<file path="config.mk">
export PLATFORM = sky130hd
export DESIGN_NAME = rc6_apb_regs
export DESIGN_NICKNAME = d
export VERILOG_FILES = /design/src/source/rc6_pkg.sv /design/src/source/rc6_apb_regs.sv
export SDC_FILE = /design/constraint.sdc
export NUM_CORES = 1
export LEC_CHECK = 0
export ABC_AREA = 1
export BUFFER_PORTS_ARGS = -buffer_cell sky130_fd_sc_hd__buf_2
export CAP_MARGIN = 15
export CORE_MARGIN = 4
export CORE_UTILIZATION = 40
export CTS_BUF_LIST = sky130_fd_sc_hd__clkbuf_4 sky130_fd_sc_hd__clkbuf_8
export DETAILED_ROUTE_END_ITERATION = 6
export PLACE_DENSITY = 0.65
export SLEW_MARGIN = 20
export SYNTH_ARGS = -nofsm -noshare
export SYNTH_HDL_FRONTEND = slang
export SYNTH_SLANG_ARGS = --single-unit
</file>
<file path="constraint.sdc">
create_clock -name i_clk -period 5.5 [get_ports i_clk]
set_input_delay 0.55 -clock i_clk [delete_from_list [all_inputs] [get_ports i_clk]]
set_output_delay 0.55 -clock i_clk [all_outputs]
set_load 0.01 [all_outputs]
</file>
<file path="src/source/rc6_pkg.sv">
// RC6-32/20 shared definitions
// Direction, register map and key schedule state enums, constants, word functions

package rc6_pkg;

	// Cipher direction stored in CTRL bit 2
	typedef enum logic {
		DIR_DECRYPT = 1'b0,
		DIR_ENCRYPT = 1'b1
	} rc6_dir_e;

	// APB word offsets
	typedef enum logic [7:0] {
		REG_CTRL   = 8'h00,
		REG_STATUS = 8'h04,
		REG_KEY0   = 8'h10,
		REG_KEY1   = 8'h14,
		REG_KEY2   = 8'h18,
		REG_KEY3   = 8'h1C,
		REG_KEY4   = 8'h20,
		REG_KEY5   = 8'h24,
		REG_KEY6   = 8'h28,
		REG_KEY7   = 8'h2C,
		REG_DIN0   = 8'h30,
		REG_DIN1   = 8'h34,
		REG_DIN2   = 8'h38,
		REG_DIN3   = 8'h3C,
		REG_DOUT0  = 8'h40,
		REG_DOUT1  = 8'h44,
		REG_DOUT2  = 8'h48,
		REG_DOUT3  = 8'h4C
	} rc6_reg_e;

	// Key schedule FSM
	typedef enum logic [1:0] {
		KS_IDLE,
		KS_MIX,
		KS_READY
	} ks_state_e;

	localparam int NUM_ROUNDS  = 20;
	localparam int NUM_SUBKEYS = 2 * NUM_ROUNDS + 4;

	// Odd(e - 2) and Odd(phi - 1) scaled to 32 bits
	localparam logic [31:0] RC6_P32 = 32'hB7E1_5163;
	localparam logic [31:0] RC6_Q32 = 32'h9E37_79B9;

	// Rotate left by an amount mod 32
	function automatic logic [31:0] rc6_rol(input logic [31:0] d, input logic [4:0] n);
		logic [63:0] dd;
		dd = {d, d} << n;
		return dd[63:32];
	endfunction

	// Byte order reversal between bus words and cipher words
	function automatic logic [31:0] rc6_byteswap(input logic [31:0] d);
		return {d[7:0], d[15:8], d[23:16], d[31:24]};
	endfunction

endpackage

</file>
<file path="src/source/rc6_apb_regs.sv">
// APB register stage of the RC6 peripheral
// Key, data, control and status registers, start checks, error response, IRQ

module rc6_apb_regs #(
	parameter int KEY_WORDS = 4
) (
	input  logic                     i_clk,
	input  logic                     i_rst,
	// APB slave
	input  logic                     i_psel,
	input  logic                     i_penable,
	input  logic                     i_pwrite,
	input  logic [7:0]               i_paddr,
	input  logic [31:0]              i_pwdata,
	output logic [31:0]              o_prdata,
	output logic                     o_pready,
	output logic                     o_pslverr,
	output logic                     o_irq,
	// Key schedule stage
	output logic                     o_ks_start,
	output logic [32*KEY_WORDS-1:0]  o_user_key,
	input  logic                     i_key_ready,
	// Round stage
	output logic                     o_din_en,
	output logic [127:0]             o_din,
	output rc6_pkg::rc6_dir_e        o_dir,
	input  logic [127:0]             i_dout,
	input  logic                     i_dout_en
);

	localparam int KIW = (KEY_WORDS > 1) ? $clog2(KEY_WORDS) : 1;

	rc6_pkg::rc6_reg_e reg_sel;
	logic              access;
	logic              wr_en;
	logic              rd_status;
	logic              addr_ok;
	logic              err;
	logic [31:0]       prdata;
	logic [7:0]        key_off;
	logic [2:0]        key_idx;
	logic              key_hit;
	logic              ks_running;
	logic              key_ok;
	logic              r_ks_run;
	logic              r_busy;
	logic              r_done;
	logic [31:0]       r_key [KEY_WORDS];
	logic [31:0]       r_din [4];
	logic [127:0]      r_dout;

	// ------------------------------------------------------------
	// Address decode
	// ------------------------------------------------------------
	assign reg_sel = rc6_pkg::rc6_reg_e'(i_paddr);
	assign access  = i_psel & i_penable;
	assign key_off = i_paddr - 8'(rc6_pkg::REG_KEY0);
	assign key_idx = key_off[4:2];
	// Only the first KEY_WORDS key slots exist
	assign key_hit = (int'(key_idx) < KEY_WORDS);

	// Expansion counts as running from the start pulse until key_ready returns
	assign ks_running = o_ks_start | r_ks_run;
	assign key_ok     = i_key_ready & ~ks_running;

	always_comb begin
		addr_ok = 1'b1;
		prdata  = '0;
		case (reg_sel)
			rc6_pkg::REG_CTRL:
				prdata = {29'd0, o_dir, 2'b00};
			rc6_pkg::REG_STATUS:
				prdata = {29'd0, r_done, r_busy, key_ok};
			rc6_pkg::REG_KEY0, rc6_pkg::REG_KEY1, rc6_pkg::REG_KEY2, rc6_pkg::REG_KEY3,
			rc6_pkg::REG_KEY4, rc6_pkg::REG_KEY5, rc6_pkg::REG_KEY6, rc6_pkg::REG_KEY7: begin
				addr_ok = key_hit;
				if (key_hit)
					prdata = r_key[key_idx[KIW-1:0]];
			end
			rc6_pkg::REG_DIN0, rc6_pkg::REG_DIN1, rc6_pkg::REG_DIN2, rc6_pkg::REG_DIN3:
				prdata = r_din[i_paddr[3:2]];
			// DOUT0 is the most significant word
			rc6_pkg::REG_DOUT0, rc6_pkg::REG_DOUT1, rc6_pkg::REG_DOUT2, rc6_pkg::REG_DOUT3:
				prdata = r_dout[32*(3-i_paddr[3:2]) +: 32];
			default:
				addr_ok = 1'b0;
		endcase
	end

	// A refused access changes nothing
	always_comb begin
		err = ~addr_ok;
		if (addr_ok && i_pwrite) begin
			case (reg_sel)
				rc6_pkg::REG_STATUS,
				rc6_pkg::REG_DOUT0, rc6_pkg::REG_DOUT1, rc6_pkg::REG_DOUT2, rc6_pkg::REG_DOUT3:
					err = 1'b1;
				rc6_pkg::REG_CTRL: begin
					// Both starts at once would collide downstream
					if (i_pwdata[0] && i_pwdata[1])
						err = 1'b1;
					else if (i_pwdata[1] && (r_busy || !key_ok))
						err = 1'b1;
					else if (i_pwdata[0] && (r_busy || ks_running))
						err = 1'b1;
				end
				default: ;
			endcase
		end
	end

	assign wr_en     = access & i_pwrite & ~err;
	assign rd_status = access & ~i_pwrite & (reg_sel == rc6_pkg::REG_STATUS);

	assign o_prdata  = (access && !i_pwrite) ? prdata : '0;
	assign o_pready  = 1'b1;
	assign o_pslverr = access & err;
	assign o_irq     = r_done;

	// ------------------------------------------------------------
	// Control and status
	// ------------------------------------------------------------
	always_ff @(posedge i_clk) begin
		if (i_rst) begin
			o_ks_start <= 1'b0;
			o_din_en   <= 1'b0;
			o_dir      <= rc6_pkg::DIR_DECRYPT;
			r_ks_run   <= 1'b0;
			r_busy     <= 1'b0;
			r_done     <= 1'b0;
		end else begin
			// Start pulses one cycle after the write
			o_ks_start <= wr_en & (reg_sel == rc6_pkg::REG_CTRL) & i_pwdata[0];
			o_din_en   <= wr_en & (reg_sel == rc6_pkg::REG_CTRL) & i_pwdata[1];
			if (wr_en && reg_sel == rc6_pkg::REG_CTRL)
				o_dir <= rc6_pkg::rc6_dir_e'(i_pwdata[2]);
			if (o_ks_start)
				r_ks_run <= 1'b1;
			else if (i_key_ready)
				r_ks_run <= 1'b0;
			if (i_dout_en)
				r_busy <= 1'b0;
			else if (wr_en && reg_sel == rc6_pkg::REG_CTRL && i_pwdata[1])
				r_busy <= 1'b1;
			// Completion wins over a STATUS read in the same cycle
			if (i_dout_en)
				r_done <= 1'b1;
			else if (rd_status)
				r_done <= 1'b0;
		end
	end

	// Key, data in and data out words
	always_ff @(posedge i_clk) begin
		if (wr_en && key_hit && reg_sel inside {rc6_pkg::REG_KEY0, rc6_pkg::REG_KEY1,
				rc6_pkg::REG_KEY2, rc6_pkg::REG_KEY3, rc6_pkg::REG_KEY4,
				rc6_pkg::REG_KEY5, rc6_pkg::REG_KEY6, rc6_pkg::REG_KEY7})
			r_key[key_idx[KIW-1:0]] <= i_pwdata;
		if (wr_en && reg_sel inside {rc6_pkg::REG_DIN0, rc6_pkg::REG_DIN1,
				rc6_pkg::REG_DIN2, rc6_pkg::REG_DIN3})
			r_din[i_paddr[3:2]] <= i_pwdata;
		if (i_dout_en)
			r_dout <= i_dout;
	end

	// Key register j is L[j]
	for (genvar j = 0; j < KEY_WORDS; j++) begin : g_user_key
		assign o_user_key[32*j +: 32] = r_key[j];
	end

	assign o_din = {r_din[0], r_din[1], r_din[2], r_din[3]};

	// APB protocol and start exclusivity
	a_penable_psel: assert property (@(posedge i_clk) disable iff (i_rst)
		i_penable |-> i_psel);
	a_start_excl: assert property (@(posedge i_clk) disable iff (i_rst)
		!(o_din_en && o_ks_start));

endmodule

</file>
==> impl_metrics.py <==
metrics = {
    "place": {
        "hpwl_um": 35200,
        "gp_congestion": 0.887,
        "port-buffer-count": 467,
        "place_worst_setup_slack_ns": 1.58,
        "placed_cell_area_um2": 17700,
        "dp.cells": 1843,
    },
    "drt": {
        "wl_per_cell_um": 25.8,
        "vias_per_cell": 5.51,
        "vias": 10846,
        "finalWirelength_um": 50800,
        "drcViolationCount": 0,
        "drtIter0Drc": 802,
        "first_pass_iters": 5,
        "route.antenna.remaining_nets": 0,
    },
    "final_layout": {
        "drive_gt1_frac": 0.412,
        "finish.utilization": 0.531,
        "instances_no_fill": 1967,
        "area.growth.synth_to_final_pct": 30.0,
        "final_area_um2": 19100,
        "fin_nets": 1627,
        "regArea_um2": 11700,
        "nFillCells": 3016,
        "multi_input_area_um2": 2810,
    },
    "clocking": {
        "cts_setup_buffers": 0,
        "cts_sinks": 390,
        "clock_tree.buffer_depth": 3,
        "cts-root-buf": "clkbuf_8",
        "clk_pin_slew_ns": 0.06,
        "cts-resized-gates": 0,
        "h-tree-depth": 3,
        "worstSkewPairLatency_ns": 0.60,
        "tritoncts": "done",
        "numCtsBuffers": 67,
        "cts_hold_buf": 0,
    },
    "critical_path": {
        "worstSetupPathType": "input pin to primary output",
        "critPathLaunchType": "input pin",
        "cp_max_fo": 41,
        "crit_path_end_kind": "primary output",
        "rr_worst_depth": 12,
        "critPathBufInv": 4,
        "cp_slowest_cell": "clkinv_2",
        "crit_family": "buffers and inverters",
        "cp_slowest_stage_delay_ns": 0.56,
        "crit_chain": "buf_2 -> nand2_1 -> clkinv_2 -> buf_12 -> a22oi_1 -> nand2_1 -> a211oi_1 -> nor2_1 -> buf_2",
        "critPathArrivalTime_ns": 2.88,
        "cp.depth": 9,
        "worstPathRequired_ns": 4.95,
    },
    "synth": {
        "syn_nets": 1120,
        "yosysSeqAreaShare": 0.794,
        "synth_cell_types": 26,
        "synth_top_area_frac": 0.786,
        "synth_warnings": 0,
        "async_reset_ff_frac": 0,
        "yosys.area.top_type": "edfxtp_1",
        "netlist_area_um2": 14700,
        "synth_area_per_cell_um2": 15.5,
        "synth-edff-count": 384,
        "yosysMostFrequentCell": "edfxtp_1",
        "synth_flop_cell": "edfxtp_1",
        "synth_seq_cells": 390,
        "synthCells": 945,
        "synthTopCellsByArea": "edfxtp_1, a22oi_1, nand2_1",
        "synth_common_cells": "edfxtp_1, nand2_1, a22oi_1",
    },
    "power_and_ir_drop": {
        "intPower_mw": 4.91,
        "combPwrFrac": 0.045,
        "power.density_nw_per_um2": 330,
        "clkPwrFrac": 0.419,
        "switching_share": 0.220,
        "p_total_mw": 6.29,
        "irDropWorstVdd_mv": 0.185,
        "p_leak_nw": 7.24,
        "seq_power_share": 0.536,
        "switching_power_mw": 1.38,
    },
    "timing": {
        "fin_ws_ns": 2.07,
        "finClkSkew_ns": 0.0246,
        "finalHoldViolations": 0,
        "finalSetupTns_ns": 0,
        "period_needed_ns": 3.43,
        "rsz0062_at_grt": "no",
        "slew-limit-headroom": 0.415,
        "worstMarginPinSlew_ns": 0.878,
        "slew_violations": 0,
        "timing.fmax_ghz": 0.292,
        "fin_hold_ws_ns": 0.125,
        "setup_viol": 0,
        "fin_crit_sh": 0.623,
    },
    "grt": {
        "overflow": 0,
        "grt_pass1_vias": 11042,
        "grt_antenna_before_repair": 3,
        "grt_max_degree": 71,
        "grt_use_total": 0.244,
        "grt_pass1_wl_um": 71700,
    },
    "floorplanning": {
        "io_pins": 469,
        "die_height_um": 200,
        "rows": 69,
        "die_x_um": 200,
        "core_um2": 35900,
        "start_util": 0.409,
        "dieArea_um2": 39800,
    },
    "min_path": {
        "hold_class": "input pin to flop",
        "hold_depth": 1,
    },
    "status": {
        "status": "finished clean",
    },
    "run": {
        "cap_violations": 0,
    },
}
## state kept, by name (all words and copies together) (netlist names)
name        cells
r_din         128
o_irq           1
r_ks_run        1
o_dir           1
r_busy          1
r_key         128
o_din_en        1
o_ks_start      1
r_dout        128
## cells in the final DEF (no fill, tap or decap), drive strengths merged, types with 3 or more instances in the layout
master,n
nor2,54
clkbuf,89
clkinvlp,6
a211oi,23
bufinv,3
o21ai,4
clkinv,24
edfxtp,384
nand4,5
a31oi,31
inv,19
nand3,12
a21oi,3
dfxtp,6
buf,490
a21boi,23
a22oi,155
nand2,168
## cell families after synthesis
family / share of synthesized area
AOI/OAI and AO/OA: 0.120
buffers and inverters: 0.0204
DFF: 0.794
other: 0.000256
and+or+nand+nor: 0.0659
## power by group through the flow
stage | registers, mW | logic (mW) | clock network [mW]
3_3_place_gp | 3.43 | 0.278 | 0
6_report | 3.37 | 0.284 | 2.63
2_1_floorplan | 3.43 | 0.117 | 0
5_1_grt | 3.38 | 0.310 | 2.84
3_5_place_dp | 3.43 | 0.284 | 0
4_1_cts | 3.37 | 0.285 | 2.70
## area by class of cell
class / count / share of cell area
multi-input cells: 483 / 0.147
diodes: 2 / 0.000262
well taps: 461 / 0.0302
clock buffers: 89 / 0.0580
inverters: 20 / 0.00407
clock inverters: 32 / 0.0125
repair buffers: 490 / 0.137
flip-flops and latches: 390 / 0.611
## worst paths after layout
path | end | from | slack, ns
min reg2reg | r_busy | r_busy | 0.49
max | o_prdata[20] | i_paddr[3] | 2.07
max reg2reg | r_din[2][13] | o_ks_start | 2.82
min | r_dout[48] | i_dout[48] | 0.12
## per-layer routing
| layer | wire [um] | up-vias | GRT usage |
|---|---|---|---|
| li1 | - | 4703 | - |
| met1 | 19000 | 5314 | 0.305 |
| met2 | 25700 | 703 | 0.418 |
| met3 | 4440 | 124 | 0.0518 |
| met4 | 1640 | 2 | 0.0956 |
| met5 | 12 | - | 0 |
No activity file was read; power rests on OpenSTA's default activity.
